File: config.mk
export PLATFORM = sky130hd
export DESIGN_NAME = reg_cmd_fifo
export DESIGN_NICKNAME = d
export VERILOG_FILES = /design/src/hw/opl3_pkg.sv /design/src/hw/reg_cmd_fifo.sv
export SDC_FILE = /design/constraint.sdc
export NUM_CORES = 1
export LEC_CHECK = 0
export BUFFER_PORTS_ARGS = -buffer_cell sky130_fd_sc_hd__buf_4
export CAP_MARGIN = 5
export CORE_ASPECT_RATIO = 0.8
export CORE_MARGIN = 2
export CORE_UTILIZATION = 50
export DETAILED_ROUTE_END_ITERATION = 8
export PLACE_DENSITY = 0.71
export SYNTH_ARGS = -nofsm -noshare
export SYNTH_HDL_FRONTEND = slang
export SYNTH_SLANG_ARGS = --single-unit
File: constraint.sdc
create_clock -name clk -period 3.55 [get_ports clk]
set_clock_uncertainty 0.05 [all_clocks]
set_input_delay 0.5325 -clock clk [delete_from_list [all_inputs] [get_ports clk]]
set_output_delay 0.5325 -clock clk [all_outputs]
set_load 0.02 [all_outputs]
File: src/hw/opl3_pkg.sv
// register file geometry, write queue depth and the register write command struct
package opl3_pkg;

    // register file shape
    localparam int REG_FILE_ADDRESS_WIDTH = 8;  // index inside one bank
    localparam int REG_FILE_DATA_WIDTH    = 8;  // one byte per register
    localparam int NUM_BANKS              = 2;  // A1 selects the bank

    // write queue between host port and register file
    localparam int CMD_FIFO_DEPTH = 4;

    // one queued register write, 17 bits
    typedef struct packed {
        logic                              bank;     // bank select
        logic [REG_FILE_ADDRESS_WIDTH-1:0] address;  // register index
        logic [REG_FILE_DATA_WIDTH-1:0]    data;     // byte to write
    } reg_cmd_t;

endpackage

File: src/hw/reg_cmd_fifo.sv
// synchronous queue of register write commands with push/pop strobes and full/empty levels
`timescale 1ns/1ps

module reg_cmd_fifo #(
    parameter int DEPTH = opl3_pkg::CMD_FIFO_DEPTH  // power of two, 2 or more
) (
    input  logic               clk,
    input  logic               arst_n,
    input  logic               push,
    input  opl3_pkg::reg_cmd_t push_cmd,
    input  logic               pop,
    output opl3_pkg::reg_cmd_t pop_cmd,
    output logic               full,
    output logic               empty
);
    import opl3_pkg::*;

    localparam int PTR_W = $clog2(DEPTH);

    reg_cmd_t         mem [DEPTH];  // command storage
    logic [PTR_W:0]   wr_ptr;       // msb is the wrap bit
    logic [PTR_W:0]   rd_ptr;
    logic             do_push;
    logic             do_pop;

    // guard against misuse even though the neighbours obey full/empty
    assign do_push = push && !full;
    assign do_pop  = pop && !empty;

    // same index, wrap bits tell full from empty
    assign empty = (wr_ptr == rd_ptr);
    assign full  = (wr_ptr[PTR_W] != rd_ptr[PTR_W]) &&
                   (wr_ptr[PTR_W-1:0] == rd_ptr[PTR_W-1:0]);

    always_ff @(posedge clk or negedge arst_n) begin
        if (!arst_n) begin
            wr_ptr <= '0;
            rd_ptr <= '0;
        end else begin
            if (do_push) begin
                wr_ptr <= wr_ptr + 1'b1;
            end
            if (do_pop) begin
                rd_ptr <= rd_ptr + 1'b1;
            end
        end
    end

    always_ff @(posedge clk) begin
        if (do_push) begin
            mem[wr_ptr[PTR_W-1:0]] <= push_cmd;
        end
    end

    assign pop_cmd = mem[rd_ptr[PTR_W-1:0]];  // oldest entry, valid while !empty

endmodule

After elaboration in Yosys (flattened, before gate mapping)
Memories as Yosys holds them, arrays and structs flattened.
Cells that the tools add are included.
{"block": "word_totals", "wordCells": 15, "out_inout_bits": 19, "input_bits": 21, "ramBits": 68, "register_bits": 6, "n_memories": 1}
{"block": "classes", "n_reduce_logical": 5, "n_eq_ne": 3, "muxes": 2, "n_addsub": 2}
{"memory": "mem", "depth": 4, "width": 17, "read_ports": 1, "rd_clocked_by_memory_dff": 0, "write_ports": 1, "line": "reg_cmd_fifo.sv:20", "source": "reg_cmd_t mem [DEPTH];"}
{"cell": "adder 3 x 1 -> 3 bit, second input constant", "count": 2}
{"cell": "equality test 3 bit", "count": 1}
{"cell": "logical AND 1 bit", "count": 3}
{"cell": "equality test 2 bit", "count": 1}
{"cell": "zero test 1 bit", "count": 2}
{"cell": "two-way mux 1 bit", "count": 2}
{"cell": "inequality test 1 bit", "count": 1}

Longest topological paths before layout
{"block": "depth", "word_depth": 6, "mapped_depth": 5, "depth_no_buf": 5}

Least setup slack after synthesis
OpenSTA, ideal clock, no wires.
{"block": "synth_timing", "path_type": "reg2out", "start": "register rd_ptr[0]", "end": "output port pop_cmd[10] (netlist bit)", "stages_incl_launch_ff": 4, "required_time_ns": 2.967, "path_slack_ns": 1.658, "path_buffers": 2, "t_arrival_ns": 1.310, "cell_sequence": "dfrtp_1 -> buf_6 -> buf_4 -> mux4_2"}
{"element": "from (decl)", "line": "reg_cmd_fifo.sv:22", "source": "logic [PTR_W:0] rd_ptr;"}
{"element": "from (signal assigned)", "line": "reg_cmd_fifo.sv:44", "source": "rd_ptr <= rd_ptr + 1'b1;"}
{"element": "to (decl)", "line": "reg_cmd_fifo.sv:12", "source": "output opl3_pkg::reg_cmd_t pop_cmd,"}

==> out/metrics.yaml <==
grt_pass1_wl_um: 7550
clockBufferDepth: 2
fin_ws_ps: 1040
vias_per_cell: 5.26
core_area_um2: 5820
synth_top_cell_area_share_pct: 68.6
setup.worst_path.start: "rd_ptr[0]$_DFFE_PN0P_"
multi_input_area_um2: 726
peakVddDrop_uv: 407
busiest_layer: "met2"
synth_nets: 166
place_congestion: 0.704
tightest_slew_ps: 915
fin_setup_tns_ps: 0
final-max-slew-violation-count: 0
first_pass_iters: 5
met2_usage_pct: 26.7
layout-drive-gt1-share_pct: 37.8
worstSkewPairLatency_ps: 340
nets: 214
wirelength_um: 4880
final_common_cell: "edfxtp_1"
status: "finished clean"
power.density_nw_per_um2: 859
cts_tree: "built"
yosysSeqAreaShare_pct: 73.7
synthToLayoutAreaGrowth_pct: 19.2
hpwl_um: 3110
cp_data_required_time_ps: 2970
avgRoutedWirePerCell_um: 17.8
leakagePower_nw: 1.28
drt_iter0_drc: 101
final_cell_mix: "edfxtp_1 (68), buf_4 (41), mux4_2 (12), clkbuf_8 (9), dfrtp_1 (6)"
path_max_fanout: 19
criticalPathCategory: "flip-flop to output port"
pin_count: 40
hold_class: "primary input to flip-flop"
io_buffers: 39
cap_viol_max_count: 0
cts-buffers-inserted: 9
die_y_um: 73.0
grt_use_met3_pct: 8.78
fin_util_pct: 61.0
die_x_um: 90.2
cts_setup_buffers: 0
ys_types: 28
synth_seq_cells: 74
setup_violations: 0
max_freq_mhz: 399
critical_path_arrival_ps: 1920
r2r_start: "rd_ptr[1]$_DFFE_PN0P_"
fill_cells: 471
synth_area_leader_cell: "edfxtp_1"
h-tree-depth: 3
ant_nets: 0
grt_start_max_net_pins: 23
synth_area_um2: 2980
holdCritStartpoint: "push_cmd[2]"
hold_viol: 0
synth_area_leaders: "edfxtp_1 (69%), mux4_2 (9.1%), dfrtp_1 (5.0%), mux4_1 (4.4%), ha_1 (2.1%)"
die-area_um2: 6590
dp.cells: 257
end_kind: "output port"
num_rows: 25
grt_usage_pct: 16.0
yosys_warnings: 0
grt_pass1_vias: 1522
clk_pin_slew_ps: 80
synth.avg_cell_area_um2: 21.3
root_buffer: "clkbuf_8"
finalPower_mw: 3.05
netlist_instances: 140
slew_headroom_pct: 39.0
finalCritPeriodShare_pct: 70.6
seqCellArea_um2: 2190
use_met1_pct: 17.7
diodes: 0
start_util_pct: 51.1
rsz0062_at_grt: "false"
startpoint_type: "flip-flop"
grt_overflow: 0
drcViolationCount: 0
clock_sinks: 74
antenna_found_initial: 0
place_worst_setup_slack_ps: 1160
vias: 1441
instances_no_fill: 274
min_period_ps: 2510
-- kinds of logic after synthesis --
| kind of cell | after synthesis | synth area share [%] |
|---|---|---|
| AO/OA/AOI/OAI | 11 | 2.99 |
| XOR/XNOR | 7 | 2.82 |
| adder cells (fa/ha/maj) | 5 | 2.10 |
| buffers and inverters | 10 | 1.93 |
| flip-flops | 74 | 73.7 |
| multiplexers | 17 | 13.5 |
| AND/OR/NAND/NOR | 16 | 2.99 |
-- per-layer routing --
metal  vias up  wire [um]
met5         -          0
met4         0         95
met3         9        315
met2        49       2450
met1       722       2020
li1        661          -
-- layout make-up --
| class | count | area share, % |
|---|---|---|
| clock buffers | 9 | 3.49 |
| clock inverters | 7 | 1.90 |
| inverters | 5 | 0.529 |
| multi-input cells | 56 | 20.5 |
| flip-flops and latches | 74 | 61.8 |
| well taps | 81 | 2.86 |
| repair buffers | 42 | 8.96 |
-- per-stage QoR --
step | hold slack [ps] | instance area, um2
6_report | 335 | 3550
5_1_grt | 309 | 3550
4_1_cts | 320 | 3550
3_5_place_dp | 299 | 3350
3_3_place_gp | 296 | 3350
2_1_floorplan | 187 | 2980
-- critical path: stages (launching register included) --
cell	delay, ps
dfrtp_1	390
buf_4	350
mux4_1	660
buf_4	190
-- timing repair --
action,in CTS,in global routing
hold buffers,1,0
endpoints found under the hold margin,6,0
gates resized for setup,0,0
-- path summary, 6_finish.rpt --
kind / endpoint / slack (ps) / cells past startpoint
setup / recovery: pop_cmd[5] / 1040 / 3
hold / removal: mem[3][2]$_DFFE_PP_ / 340 / 1
setup reg to reg: mem[0][13]$_DFFE_PP_ / 1190 / 4
hold reg to reg: wr_ptr[2]$_DFFE_PN0P_ / 540 / 1
max in group asynchronous: wr_ptr[0]$_DFFE_PN0P_ / 2800 / 2
min in group asynchronous: rd_ptr[2]$_DFFE_PN0P_ / 530 / 2
-- synthesized netlist by cell type --
cell type / number
buf_6: 2
mux4_2: 12
dfrtp_1: 6
a31oi_1: 2
ha_1: 5
buf_2: 1
xnor2_1: 2
nand3_1: 3
mux4_1: 5
o21ai_0: 2
nor3_1: 1
and2_1: 4
a31oi_2: 1
xor2_2: 1
nor3b_1: 1
and3_1: 2
a21oi_1: 2
a21o_1: 3
nand2_1: 1
nand2b_1: 2
xor2_1: 2
inv_1: 5
a31oi_4: 1
xnor2_2: 2
buf_4: 1
edfxtp_1: 68
clkbuf_1: 1
nor2_1: 2
-- sequential cells by signal, summed over array words and instances (netlist names) --
register and cells:
rd_ptr 3, mem 68, wr_ptr 3
-- where the power goes --
part / switching, mW / internal (mW) / total (mW)
Sequential: 0.0779 / 1.17 / 1.25
Combinational: 0.666 / 0.523 / 1.19
Clock: 0.290 / 0.321 / 0.611
Power figures use the tool's default switching activity.
