--- config.mk ---
export PLATFORM = sky130hd
export DESIGN_NAME = opl3_axi_bridge
export DESIGN_NICKNAME = d
export VERILOG_FILES = /design/src/hw/axi_lite_pkg.sv /design/src/hw/opl3_pkg.sv /design/src/hw/opl3_axi_bridge.sv
export SDC_FILE = /design/constraint.sdc
export NUM_CORES = 1
export LEC_CHECK = 0
export BUFFER_PORTS_ARGS = -buffer_cell sky130_fd_sc_hd__buf_4
export CELL_PAD_IN_SITES_DETAIL_PLACEMENT = 0
export CELL_PAD_IN_SITES_GLOBAL_PLACEMENT = 1
export CORE_ASPECT_RATIO = 1.2
export CORE_UTILIZATION = 17
export CTS_BUF_LIST = sky130_fd_sc_hd__clkbuf_16
export DETAILED_ROUTE_END_ITERATION = 6
export PLACE_DENSITY_LB_ADDON = 0.3
export RECOVER_POWER = 50
export SETUP_SLACK_MARGIN = 0.02
export SYNTH_ARGS = -nofsm -noshare
export SYNTH_HDL_FRONTEND = slang
export SYNTH_SLANG_ARGS = --single-unit
--- constraint.sdc ---
create_clock -name clk -period 1.62 [get_ports clk]
set_input_delay 0.081 -clock clk [delete_from_list [all_inputs] [get_ports clk]]
set_output_delay 0.081 -clock clk [all_outputs]
set_load 0.1 [all_outputs]
--- src/hw/axi_lite_pkg.sv ---
// AXI-lite bus widths, response codes and the register window base
package axi_lite_pkg;

    localparam int AXI_ADDR_WIDTH = 32;
    localparam int AXI_DATA_WIDTH = 32;

    // window start, low AXI_WINDOW_BITS bits are bank plus index
    localparam logic [AXI_ADDR_WIDTH-1:0] AXI_BASE_ADDR = 32'h4000_0000;
    localparam int AXI_WINDOW_BITS = 9;

    // only the two codes this slave ever returns
    typedef enum logic [1:0] {
        RESP_OKAY   = 2'b00,
        RESP_SLVERR = 2'b10
    } resp_t;

endpackage

--- src/hw/opl3_pkg.sv ---
// register file geometry, write queue depth and the register write command struct
package opl3_pkg;

    // register file shape
    localparam int REG_FILE_ADDRESS_WIDTH = 8;  // index inside one bank
    localparam int REG_FILE_DATA_WIDTH    = 8;  // one byte per register
    localparam int NUM_BANKS              = 2;  // A1 selects the bank

    // write queue between host port and register file
    localparam int CMD_FIFO_DEPTH = 4;

    // one queued register write, 17 bits
    typedef struct packed {
        logic                              bank;     // bank select
        logic [REG_FILE_ADDRESS_WIDTH-1:0] address;  // register index
        logic [REG_FILE_DATA_WIDTH-1:0]    data;     // byte to write
    } reg_cmd_t;

endpackage

--- src/hw/opl3_axi_bridge.sv ---
// AXI-lite slave bridge: window decode, write priority, register commands and read strobes
`timescale 1ns/1ps

module opl3_axi_bridge (
    input  logic                                       clk,
    input  logic                                       arst_n,
    // write address
    input  logic [axi_lite_pkg::AXI_ADDR_WIDTH-1:0]    awaddr,
    input  logic [2:0]                                 awprot,  // accepted, never checked
    input  logic                                       awvalid,
    output logic                                       awready,
    // write data
    input  logic [axi_lite_pkg::AXI_DATA_WIDTH-1:0]    wdata,
    input  logic [axi_lite_pkg::AXI_DATA_WIDTH/8-1:0]  wstrb,
    input  logic                                       wvalid,
    output logic                                       wready,
    // write response
    output axi_lite_pkg::resp_t                        bresp,
    output logic                                       bvalid,
    input  logic                                       bready,
    // read address
    input  logic [axi_lite_pkg::AXI_ADDR_WIDTH-1:0]    araddr,
    input  logic [2:0]                                 arprot,  // accepted, never checked
    input  logic                                       arvalid,
    output logic                                       arready,
    // read data
    output logic [axi_lite_pkg::AXI_DATA_WIDTH-1:0]    rdata,
    output axi_lite_pkg::resp_t                        rresp,
    output logic                                       rvalid,
    input  logic                                       rready,
    // command queue side
    output logic                                       push,
    output opl3_pkg::reg_cmd_t                         cmd,
    input  logic                                       full,
    input  logic                                       empty,
    // register file read port
    output logic                                       rd,
    output logic                                       rd_bank,
    output logic [opl3_pkg::REG_FILE_ADDRESS_WIDTH-1:0] rd_addr,
    input  logic                                       rd_valid,
    input  logic [opl3_pkg::REG_FILE_DATA_WIDTH-1:0]   data_out
);
    import opl3_pkg::*;
    import axi_lite_pkg::*;

    logic                           aw_hit;    // write address inside window
    logic                           ar_hit;    // read address inside window
    logic                           wr_hs;     // aw and w beats taken together
    logic                           rd_hs;     // ar beat taken
    logic                           rd_busy;   // in-window read waiting on rd_valid
    logic                           rvalid_q;  // held response, master not ready yet
    resp_t                          rresp_q;
    logic [REG_FILE_DATA_WIDTH-1:0] rdata_q;
    logic [REG_FILE_DATA_WIDTH-1:0] rbyte;     // byte presented on the r channel

    // upper address bits must match the base, low bits are bank + index
    assign aw_hit = (awaddr[AXI_ADDR_WIDTH-1:AXI_WINDOW_BITS] ==
                     AXI_BASE_ADDR[AXI_ADDR_WIDTH-1:AXI_WINDOW_BITS]);
    assign ar_hit = (araddr[AXI_ADDR_WIDTH-1:AXI_WINDOW_BITS] ==
                     AXI_BASE_ADDR[AXI_ADDR_WIDTH-1:AXI_WINDOW_BITS]);

    // write side, aw and w accepted as a pair
    assign wr_hs   = awvalid && wvalid && !bvalid && !full;
    assign awready = wr_hs;
    assign wready  = wr_hs;
    assign push    = wr_hs && aw_hit && wstrb[0];  // low lane off means no-op write

    always_comb begin
        cmd.bank    = awaddr[REG_FILE_ADDRESS_WIDTH];  // bit 8 picks the bank
        cmd.address = awaddr[REG_FILE_ADDRESS_WIDTH-1:0];
        cmd.data    = wdata[REG_FILE_DATA_WIDTH-1:0];  // only byte lane 0 is used
    end

    always_ff @(posedge clk or negedge arst_n) begin
        if (!arst_n) begin
            bvalid <= 1'b0;
        end else if (wr_hs) begin
            bvalid <= 1'b1;
        end else if (bready) begin
            bvalid <= 1'b0;  // response taken
        end
    end

    always_ff @(posedge clk) begin
        if (wr_hs) begin
            if (aw_hit) begin
                bresp <= RESP_OKAY;
            end else begin
                bresp <= RESP_SLVERR;  // outside window, nothing queued
            end
        end
    end

    // read side; writes win, and a read only goes once the queue has drained
    // wr_hs low also rules out a push in this cycle
    assign rd_hs   = arvalid && !rvalid && !rd_busy && empty && !wr_hs;
    assign arready = rd_hs;

    always_ff @(posedge clk or negedge arst_n) begin
        if (!arst_n) begin
            rd      <= 1'b0;
            rd_busy <= 1'b0;
        end else begin
            rd <= rd_hs && ar_hit;  // one-cycle strobe to the register file
            if (rd_hs && ar_hit) begin
                rd_busy <= 1'b1;
            end else if (rd_valid) begin
                rd_busy <= 1'b0;
            end
        end
    end

    always_ff @(posedge clk) begin
        if (rd_hs) begin
            rd_bank <= araddr[REG_FILE_ADDRESS_WIDTH];
            rd_addr <= araddr[REG_FILE_ADDRESS_WIDTH-1:0];
        end
    end

    // r channel goes valid with rd_valid and is held until rready
    always_ff @(posedge clk or negedge arst_n) begin
        if (!arst_n) begin
            rvalid_q <= 1'b0;
        end else if (rd_valid) begin
            rvalid_q <= !rready;       // hold only if not taken right away
        end else if (rd_hs && !ar_hit) begin
            rvalid_q <= 1'b1;          // error reply, no register access
        end else if (rready) begin
            rvalid_q <= 1'b0;
        end
    end

    always_ff @(posedge clk) begin
        if (rd_valid) begin
            rdata_q <= data_out;       // capture register byte
            rresp_q <= RESP_OKAY;
        end else if (rd_hs && !ar_hit) begin
            rdata_q <= '0;
            rresp_q <= RESP_SLVERR;
        end
    end

    assign rvalid = rvalid_q || rd_valid;
    assign rbyte  = rd_valid ? data_out : rdata_q;
    assign rdata  = {{(AXI_DATA_WIDTH-REG_FILE_DATA_WIDTH){1'b0}}, rbyte};  // zero-extend

    always_comb begin
        if (rd_valid) begin
            rresp = RESP_OKAY;
        end else begin
            rresp = rresp_q;
        end
    end

endmodule

# == Yosys cells after proc, flatten, opt, wreduce, memory -nomap -nowiden ==
# Index checks and enable logic that the tools add are counted.
# totals
in_bits,124
register_bits,24
word_cells,46
output_inout_bits,69
# classes
reduce_logical,23
eq_ne,2
muxes,12
# op_table
op,n
$eq A23 B22 Y1 const B,2
$mux W8,3
$logic_and A1 B1 Y1,11
$logic_not A1 Y1,7
$mux W1,7
$reduce_bool A2 Y1,3
$mux W2,2
$reduce_bool A3 Y1,1
$logic_or A1 B1 Y1,1

# == Depth between registers and ports, before layout ==
# Gate-level depths: netlist of run 1.
# depth
word_depth,9
ltp_mapped,5
mapped_depth_nobuf,5

# == Worst setup path after synthesis of run 1 ==
# No wires, ideal clock.
# synth_timing
path_type,register -> output
start,reg bvalid
end,out push
arrival_time_ns,3.140
path_stages_with_launch,5
n_path_buf,0
setup_slack_ns,-1.601
t_required_ns,1.539
cell_sequence,dfrtp_1 -> nand4bb_1 -> inv_1 -> nand2_1 -> nor2_1
# synth_between
elab_chain_len,5
# synth_rtl
element,line_no,text
"start, declared",opl3_axi_bridge.sv:19,"output logic bvalid,"
"start signal, assigned",opl3_axi_bridge.sv:76,bvalid <= 1'b0;
"start signal, assigned",opl3_axi_bridge.sv:78,bvalid <= 1'b1;
"start signal, assigned",opl3_axi_bridge.sv:80,bvalid <= 1'b0;
$logic_not A1 Y1,opl3_axi_bridge.sv:63,assign wr_hs = awvalid && wvalid && !bvalid && !full;
$logic_and A1 B1 Y1 (2 in a row),opl3_axi_bridge.sv:63,
net awready,opl3_axi_bridge.sv:11,"output logic awready,"
$logic_and A1 B1 Y1 (2 in a row),opl3_axi_bridge.sv:66,assign push = wr_hs && aw_hit && wstrb[0];
"end, declared",opl3_axi_bridge.sv:32,"output logic push,"
# The timed path passes the listed nets, and every way through them passes these cells.

# == Worst setup path after layout of run 1 ==
# layout_timing
start,reg bvalid
end,out arready
# layout_between
elab_chain_len,5
# layout_rtl
element,line_no,text
$logic_not A1 Y1,opl3_axi_bridge.sv:63,
$logic_and A1 B1 Y1 (2 in a row),opl3_axi_bridge.sv:63,
$logic_not A1 Y1,opl3_axi_bridge.sv:96,assign rd_hs = arvalid && !rvalid && !rd_busy && empty && !wr_hs;
$logic_and A1 B1 Y1,opl3_axi_bridge.sv:96,
"end, declared",opl3_axi_bridge.sv:25,"output logic arready,"
# No other way between the ends.

==> results.toml, run 1 <==
[clocking]
clock-sinks = 23
clock-root-buffer = "clkbuf_16"
cts-buffers-inserted = 3
cts_tree = "built"
clk_pin_slew_ns = 0.06
clk_latency_ns = 0.26
cts-htree-levels = 1
clockBufferDepth = 2

[setup_path]
cp-end-kind = "output port"
start_kind = "flop"
worstSetupPathType = "reg2out"
cp.required_ns = 1.54
cp_slowest_stage_delay_ns = 0.47
path_max_fanout = 2
cp.arrival_ns = 1.54
worstPathCellList = "nand4bb_4, nand4_1, clkinvlp_4, buf_8, buf_12"
slowest_stage = "dfrtp_4"

[sta]
period_needed_ns = 1.62
setup_viol = 0
slew_headroom_pct = 63.8
worst_slew_pin_slew_ns = 0.545
finalSetupTns_ns = 0
finalCritPeriodShare_pct = 99.8
rsz0062_at_grt = "true"
fin_worst_skew_ns = 0.00511
drv_slew = 0
timing.fmax_mhz = 619
hold_viol = 0

[detailed_routing]
drc = 0
wire_per_inst_microns = 11.1
initialDrtViolationCount = 2
firstDrtPassIters = 2
postRouteWirelength_mm = 3.46
vias_per_cell = 3.64
antenna_left = 0
num_vias = 1140

[place]
port_buffers = 99
placedCellCount = 293
place_hpwl_mm = 2.85
gp_congestion = 0.580

[power_and_ir_drop]
seqPwrFrac_pct = 33.9
combPwrFrac_pct = 38.9
switching_power_uw = 782
netSwitchingFraction_pct = 39.4
p_leak_uw = 0.00106
p_int_uw = 1200
p_clk_share_pct = 27.2
power_density_nw_per_um2 = 879
ir_drop_mv = 0.320

[global_route]
use_met1_pct = 8.27
grt_pass1_vias = 1106
grt.met3_usage_pct = 0.926
gr-total-overflow = 0
grt_pass1_wl_mm = 4.91
met2_usage_pct = 15.1
grt_max_degree = 14
antenna_found_initial = 0
top_usage_layer = "met2"
grt_usage_pct = 7.95

[hold_path]
holdCritPathClass = "in2reg"

[synth]
ys_ff_latch = 23
syn_area_per_cell_sq_um = 10.9
synth_top_area_share_pct = 41.0
yosys_warnings = 0
yosysTopAreaCell = "edfxtp_1"
yosysUniqueCellTypes = 24
synth.area.top_cells = "edfxtp_1, buf_4, dfrtp_1"
netlist_area_sq_um = 1320
ys_seq_area_share_pct = 50.1
synthCells = 121

[status]
status = "complete, no violations"

[floorplanning]
io_pins = 193
die_area_sq_um = 8110
fp.dieW_microns = 82.4
core_area_sq_um = 7360
rows = 34
die_h_microns = 98.5
start_util_pct = 17.9

[flow_run]
drv_cap = 0

[cells_and_area]
nNetsFinal = 348
fin_cells = 313
post-route-util_pct = 30.7
area_delta_synth_final_pct = 71.3
fill_cells = 792
drive_above_1_share_pct = 54.3
antenna_cells = 0
[path summary, 6_finish.rpt]
| path | from | endpoint | slack (ns) | cells past startpoint |
|---|---|---|---|---|
| worst min register to register | rd_busy | rd_busy | 0.49 | 1 |
| worst max register to register | bvalid | rd_addr[2] | 0.09 | 5 |
| worst max-delay path | bvalid | arready | 0.003 | 5 |
| worst min-delay path | rready | rvalid_q | 0.02 | 2 |
| max in group asynchronous | arst_n | bvalid | 1.20 | 2 |
| min in group asynchronous | arst_n | bvalid | 0.19 | 2 |
[registers in the layout (all words and copies together) (netlist names)]
name,flops
bvalid,1
rd_addr,8
rresp_q,1
rdata_q,8
rd,1
rd_bank,1
rd_busy,1
rvalid_q,1
bresp,1
[through the flow]
stage	hold WS, ns	area, sq um	setup WS [ns]	total power [uW]
final	0.0217	2260	0.00333	1990
after global routing	0.0232	2260	-0.0569	2060
after floorplan	-0.215	1460	-0.637	1480
after CTS	0.0200	2260	-0.00803	2020
after detailed placement	-0.113	2000	0.0492	1430
after global placement	-0.116	2000	0.0660	1430
[power by group through the flow]
stage,clock network [uW],logic (uW),registers (uW)
2_1_floorplan,0,733,742
3_3_place_gp,0,741,686
3_5_place_dp,0,744,687
4_1_cts,565,780,673
5_1_grt,580,802,675
6_report,540,772,673
[synth_stat cells (all sizes together)]
master and n:
buf 44, edfxtp 18, a21o 9, and2 8, nor4 8, inv 5, dfrtp 4, o21ai 4
nand2 3, nor2 3, nor3 3, nand4 2, nor4b 2, and4 1, clkbuf 1, clkinv 1
conb 1, dfxtp 1, nand3 1, nand4bb 1, nor2b 1
[kinds of logic (layout without fill, tap and decap cells)]
family	count (synthesis)	count (layout)	share of synthesized area, %
simple gates	33	33	15.9
compound gates	13	13	6.64
buf+inv	51	128	27.0
other cells	1	26	0.284
flops	23	23	50.1
[layout by cell type (no fill, tap or decap), types with 2 or more instances in the layout]
cell type / n
clkbuf_16: 3
clkbuf_4: 10
conb_1: 26
o21ai_0: 3
nand4_1: 2
dfrtp_1: 3
clkinvlp_4: 2
nor3_1: 2
dlygate4sd3_1: 11
edfxtp_1: 18
inv_1: 3
buf_4: 88
clkbuf_2: 4
a21o_1: 9
and2_0: 7
buf_12: 2
nor4_1: 8
[final cells by class]
cell class / instances / area (sq um) / area share [%]
timing repair buffer: 118 / 936 / 41.4
sequential: 23 / 664 / 29.4
multi-input combinational: 72 / 435 / 19.3
tap: 90 / 113 / 4.99
clock buffer: 3 / 75.1 / 3.32
inverter: 6 / 30.0 / 1.33
clock inverter: 1 / 5.00 / 0.222
[critical path: cells and delay by family, from the launching register on]
family	cells	cell delay [ns]
flops	1	0.47
simple gates	2	0.37
buf+inv	3	0.44
[per-layer routing]
| layer | share of wire [%] | vias up |
|---|---|---|
| met4 | 1.4 | 0 |
| met1 | 35 | 521 |
| met3 | 7.4 | 4 |
| li1 | - | 553 |
| met5 | 0 | - |
| met2 | 56 | 62 |
[repair_timing]
action | 4_1_cts | 5_1_grt
hold endpoints to repair | 14 | 0
endpoints found under the setup margin | 2 | 10
hold buffers | 11 | 0
resized for setup | 10 | 1
buffers inserted | 4 | 1
pin swaps | 2 | 2
Note: power is estimated with default switching activity, not from simulation.
==> run 2, diff against run 1 <==
CELL_PAD_IN_SITES_DETAIL_PLACEMENT = not set   (was 0)
CELL_PAD_IN_SITES_GLOBAL_PLACEMENT = not set   (was 1)
CORE_AREA = 2 2 75 77   (was not set)
CORE_ASPECT_RATIO = not set   (was 1.2)
CORE_UTILIZATION = not set   (was 17)
DIE_AREA = 0 0 77 79   (was not set)
==> results.toml, run 2 (same netlist as run 1, synthesis figures left out) <==
[sta]
finalCritPeriodShare_pct = 99.4
rsz0062_at_grt = "true"
hold_viol = 0
timing.fmax_mhz = 621
fin_worst_skew_ns = 0.00212
setup_viol = 0
period_needed_ns = 1.61
drv_slew = 0

[cells_and_area]
fill_cells = 548
fin_cells = 290
area_delta_synth_final_pct = 67.2
reg_top3 = "rd_addr: 8 flops, rdata_q: 8 flops"
nNetsFinal = 343
antenna_cells = 0
drive_above_1_share_pct = 54.6
layout_common_cells = "buf_4, conb_1, edfxtp_1, clkbuf_4, a21o_1"
final_area_sq_um = 2200
mostFrequentLayoutCell = "buf_4"

[setup_path]
worstPathCellList = "nand4bb_4, nand4_1, clkinvlp_4, buf_8, buf_12"
reg2reg_to = "rdata_q[6]"
cp_slowest_stage_delay_ns = 0.47
cp-end-kind = "output port"
cp.required_ns = 1.54
r2r-start = "bvalid"
path_max_fanout = 2
start_kind = "flop"
slowest_stage = "dfrtp_4"
regToRegSetupSlack_ns = 0.03
r2r_cells = 6
cp.arrival_ns = 1.53
worstSetupPathType = "reg2out"

[detailed_routing]
firstDrtPassIters = 3
postRouteWirelength_mm = 3.23
antenna_left = 0
initialDrtViolationCount = 31
vias_per_cell = 3.92
num_vias = 1137
drc = 0
wire_per_inst_microns = 11.1

[floorplanning]
start_util_pct = 24.7
fp.dieW_microns = 77
core_area_sq_um = 5340
die_area_sq_um = 6080
die_h_microns = 79
rows = 27
io_pins = 193

[place]
port_buffers = 99
place_hpwl_mm = 2.63
place_area_sq_um = 1970
gp_congestion = 0.679
placedCellCount = 274

[clocking]
cts-htree-levels = 1
cts-buffers-inserted = 3
clockBufferDepth = 2
clock-sinks = 23
clock-root-buffer = "clkbuf_16"
clk_pin_slew_ns = 0.06
clk_latency_ns = 0.25
cts_tree = "built"

[global_route]
grt_usage_pct = 10.1
antenna_found_initial = 0
grt_max_degree = 14
grt_pass1_wl_mm = 4.89
grt_pass1_vias = 1115
gr-total-overflow = 0

[hold_path]
worstHoldStart = "bready"
min_path_cells = 2
holdCritPathClass = "in2reg"
hold_end = "bvalid"

[power_and_ir_drop]
ir_drop_mv = 0.311
p_leak_uw = 0.00104
power_density_nw_per_um2 = 888

[status]
status = "complete, no violations"

[flow_run]
drv_cap = 0
-- run 2: what timing repair did --
action	CTS	global route
pin swaps	1	1
buffers inserted	3	1
endpoints found under the hold margin	9	2
hold buffers	6	2
endpoints found under the setup margin	2	19
gates resized for setup	11	0
-- run 2: per-layer routing --
| layer | vias to the layer above | track usage (%) | wire length, microns |
|---|---|---|---|
| met3 | 8 | 2.61 | 323 |
| met4 | 0 | 5.00 | 57 |
| met5 | - | 0 | 0 |
| met2 | 61 | 18.7 | 1690 |
| li1 | 544 | - | - |
| met1 | 524 | 10.7 | 1160 |
-- run 2: worst max-delay path, delay by kind of cell (launching register included) --
| kind | cells | cell delay [ns] |
|---|---|---|
| flops | 1 | 0.47 |
| buf+inv | 3 | 0.42 |
| simple gates | 2 | 0.37 |
-- run 2: how the worst max path moves through the flow --
stage	start	end	slack, ns	cells after the start
4_1_cts	bvalid	arready	-0.04	5
3_5_place_dp	bvalid	rdata_q[2]	0.08	5
6_report	bvalid	arready	0.01	5
2_1_floorplan	bvalid	rdata_q[0]	-0.64	5
3_3_place_gp	bvalid	rdata_q[1]	0.09	5
5_1_grt	bvalid	arready	-0.05	5
-- run 2: area by class of cell --
class | instances | area, sq um | area share, %
timing repair buffer | 113 | 897 | 40.7
sequential | 23 | 664 | 30.1
multi-input combinational | 72 | 443 | 20.1
tap | 72 | 90.1 | 4.09
clock buffer | 3 | 75.1 | 3.41
inverter | 6 | 30.0 | 1.36
clock inverter | 1 | 5.00 | 0.227
-- run 2: per-stage QoR --
step / setup TNS, ns / setup WS (ns) / power [uW] / hold WS [ns] / util [%]
4_1_cts: -0.162 / -0.0404 / 1980 / 0.000902 / 40.9
3_5_place_dp: 0 / 0.0800 / 1420 / -0.121 / 36.9
5_1_grt: -0.478 / -0.0534 / 2020 / 0.0241 / 41.3
2_1_floorplan: -10.45 / -0.637 / 1480 / -0.215 / -
6_report: 0 / 0.00965 / 1960 / 0.00409 / 41.3
3_3_place_gp: 0 / 0.0876 / 1420 / -0.121 / 36.9
-- run 2: power breakdown --
group	leakage (uW)	switching [uW]	internal (uW)
registers	0.000234	6.71	667
clock network	0.0000409	189	331
logic	0.000768	565	198
total	0.00104	761	1200
==> run 3, diff against run 2 <==
CELL_PAD_IN_SITES_DETAIL_PLACEMENT = 1   (was not set)
CELL_PAD_IN_SITES_GLOBAL_PLACEMENT = 1   (was not set)
CORE_AREA = not set   (was 2 2 75 77)
CORE_ASPECT_RATIO = 1.2   (was not set)
CORE_MARGIN = 2   (was not set)
CORE_UTILIZATION = 17   (was not set)
DIE_AREA = not set   (was 0 0 77 79)
==> results.toml, run 3 (same netlist as run 1, synthesis figures left out) <==
[cells_and_area]
fin_cells = 312
antenna_cells = 0
area_delta_synth_final_pct = 69.5
multi_input_area_sq_um = 435
fill_cells = 888
drive_above_1_share_pct = 54.1
post-route-util_pct = 29.3
reg_top3 = "rd_addr: 8 flops, rdata_q: 8 flops"
mostFrequentLayoutCell = "buf_4"
layout_common_cells = "buf_4, conb_1, edfxtp_1, dlygate4sd3_1"
nNetsFinal = 345
seq_area_sq_um = 664
final_area_sq_um = 2240

[sta]
period_needed_ns = 1.61
finalSetupTns_ns = 0
slew_headroom_pct = 63.8
rsz0062_at_grt = "true"
fin_worst_skew_ns = 0.00295
timing.fmax_mhz = 623
drv_slew = 0
finalCritPeriodShare_pct = 99.2
hold_viol = 0
worst_slew_pin_slew_ns = 0.546
setup_viol = 0

[setup_path]
slowest_stage = "dfrtp_4"
cp-end-kind = "output port"
critPathBufInv = 3
critPathTopFamily = "flip-flops"
worstSetupPathType = "reg2out"
worstPathCellList = "nand4bb_4, nand4_1, clkinvlp_4, buf_8, buf_12"
cp.required_ns = 1.54
start_kind = "flop"
regToRegSetupSlack_ns = 0.10
path_max_fanout = 2
cp_slowest_stage_delay_ns = 0.47
cp.arrival_ns = 1.53

[clocking]
clockBufferDepth = 2
cts_tree = "built"
clock-root-buffer = "clkbuf_16"
cts-htree-levels = 1
clock-sinks = 23
cts-buffers-inserted = 3
clk_pin_slew_ns = 0.06
clk_latency_ns = 0.26

[global_route]
antenna_found_initial = 0
gr-total-overflow = 0
grt_pass1_vias = 1268
grt_usage_pct = 9.16
grt_max_degree = 15
grt_pass1_wl_mm = 6.04

[detailed_routing]
num_vias = 1181
vias_per_cell = 3.79
firstDrtPassIters = 2
initialDrtViolationCount = 26
wire_per_inst_microns = 12.4
antenna_left = 0
drc = 0
postRouteWirelength_mm = 3.87

[floorplanning]
start_util_pct = 17.3
die_h_microns = 100
rows = 35
core_area_sq_um = 7620
die_area_sq_um = 8480
io_pins = 193
fp.dieW_microns = 84.4

[hold_path]
holdCritPathClass = "in2reg"

[power_and_ir_drop]
ir_drop_mv = 0.363
power_density_nw_per_um2 = 890
p_leak_uw = 0.00104

[flow_run]
drv_cap = 0

[place]
placedCellCount = 295
port_buffers = 99
place_hpwl_mm = 3.27
gp_congestion = 0.627
place_area_sq_um = 2000

[status]
status = "complete, no violations"
## run 3: report_power, final
group / internal, uW / switching (uW)
combinational: 200 / 570
sequential: 667 / 6.71
clock: 335 / 211
total: 1200 / 788
## run 3: what timing repair did
item	CTS	global route
hold buffers	8	2
hold endpoints to repair	11	2
endpoints found under the setup margin	2	21
gates resized for setup	8	3
pin swaps	0	3
setup buffers	2	1
## run 3: path summary, 6_finish.rpt
| check | startpoint | end | cells past startpoint |
|---|---|---|---|
| worst max-delay path | bvalid | arready | 5 |
| worst min-delay path | bready | bvalid | 2 |
| worst max register to register | bvalid | rd_addr[5] | 5 |
| worst min register to register | rd_busy | rd_busy | 1 |
| max in group asynchronous | arst_n | bvalid | 2 |
| min in group asynchronous | arst_n | rd | 2 |
## run 3: metal layers
layer	track usage, %	up-vias	routed length, microns
li1	-	552	-
met1	9.51	528	1280
met2	17.2	88	2040
met3	1.39	13	404
met4	5.62	0	152
met5	0	-	0
## run 3: final cells by class
class / count / share of cell area (%)
Timing Repair Buffer: 115 / 40.6
Sequential cell: 23 / 29.7
Multi-Input combinational cell: 72 / 19.5
Tap cell: 92 / 5.15
Clock buffer: 3 / 3.36
Inverter: 6 / 1.34
Clock inverter: 1 / 0.336
## run 3: through the flow
| step | hold WS [ns] | total power [uW] | setup WS (ns) |
|---|---|---|---|
| 6_report | 0.00171 | 1990 | 0.0137 |
| 5_1_grt | 0.0294 | 2070 | -0.0684 |
| 4_1_cts | 0.000986 | 2020 | -0.0262 |
| 3_5_place_dp | -0.106 | 1430 | 0.0483 |
| 3_3_place_gp | -0.108 | 1430 | 0.0700 |
| 2_1_floorplan | -0.215 | 1480 | -0.637 |
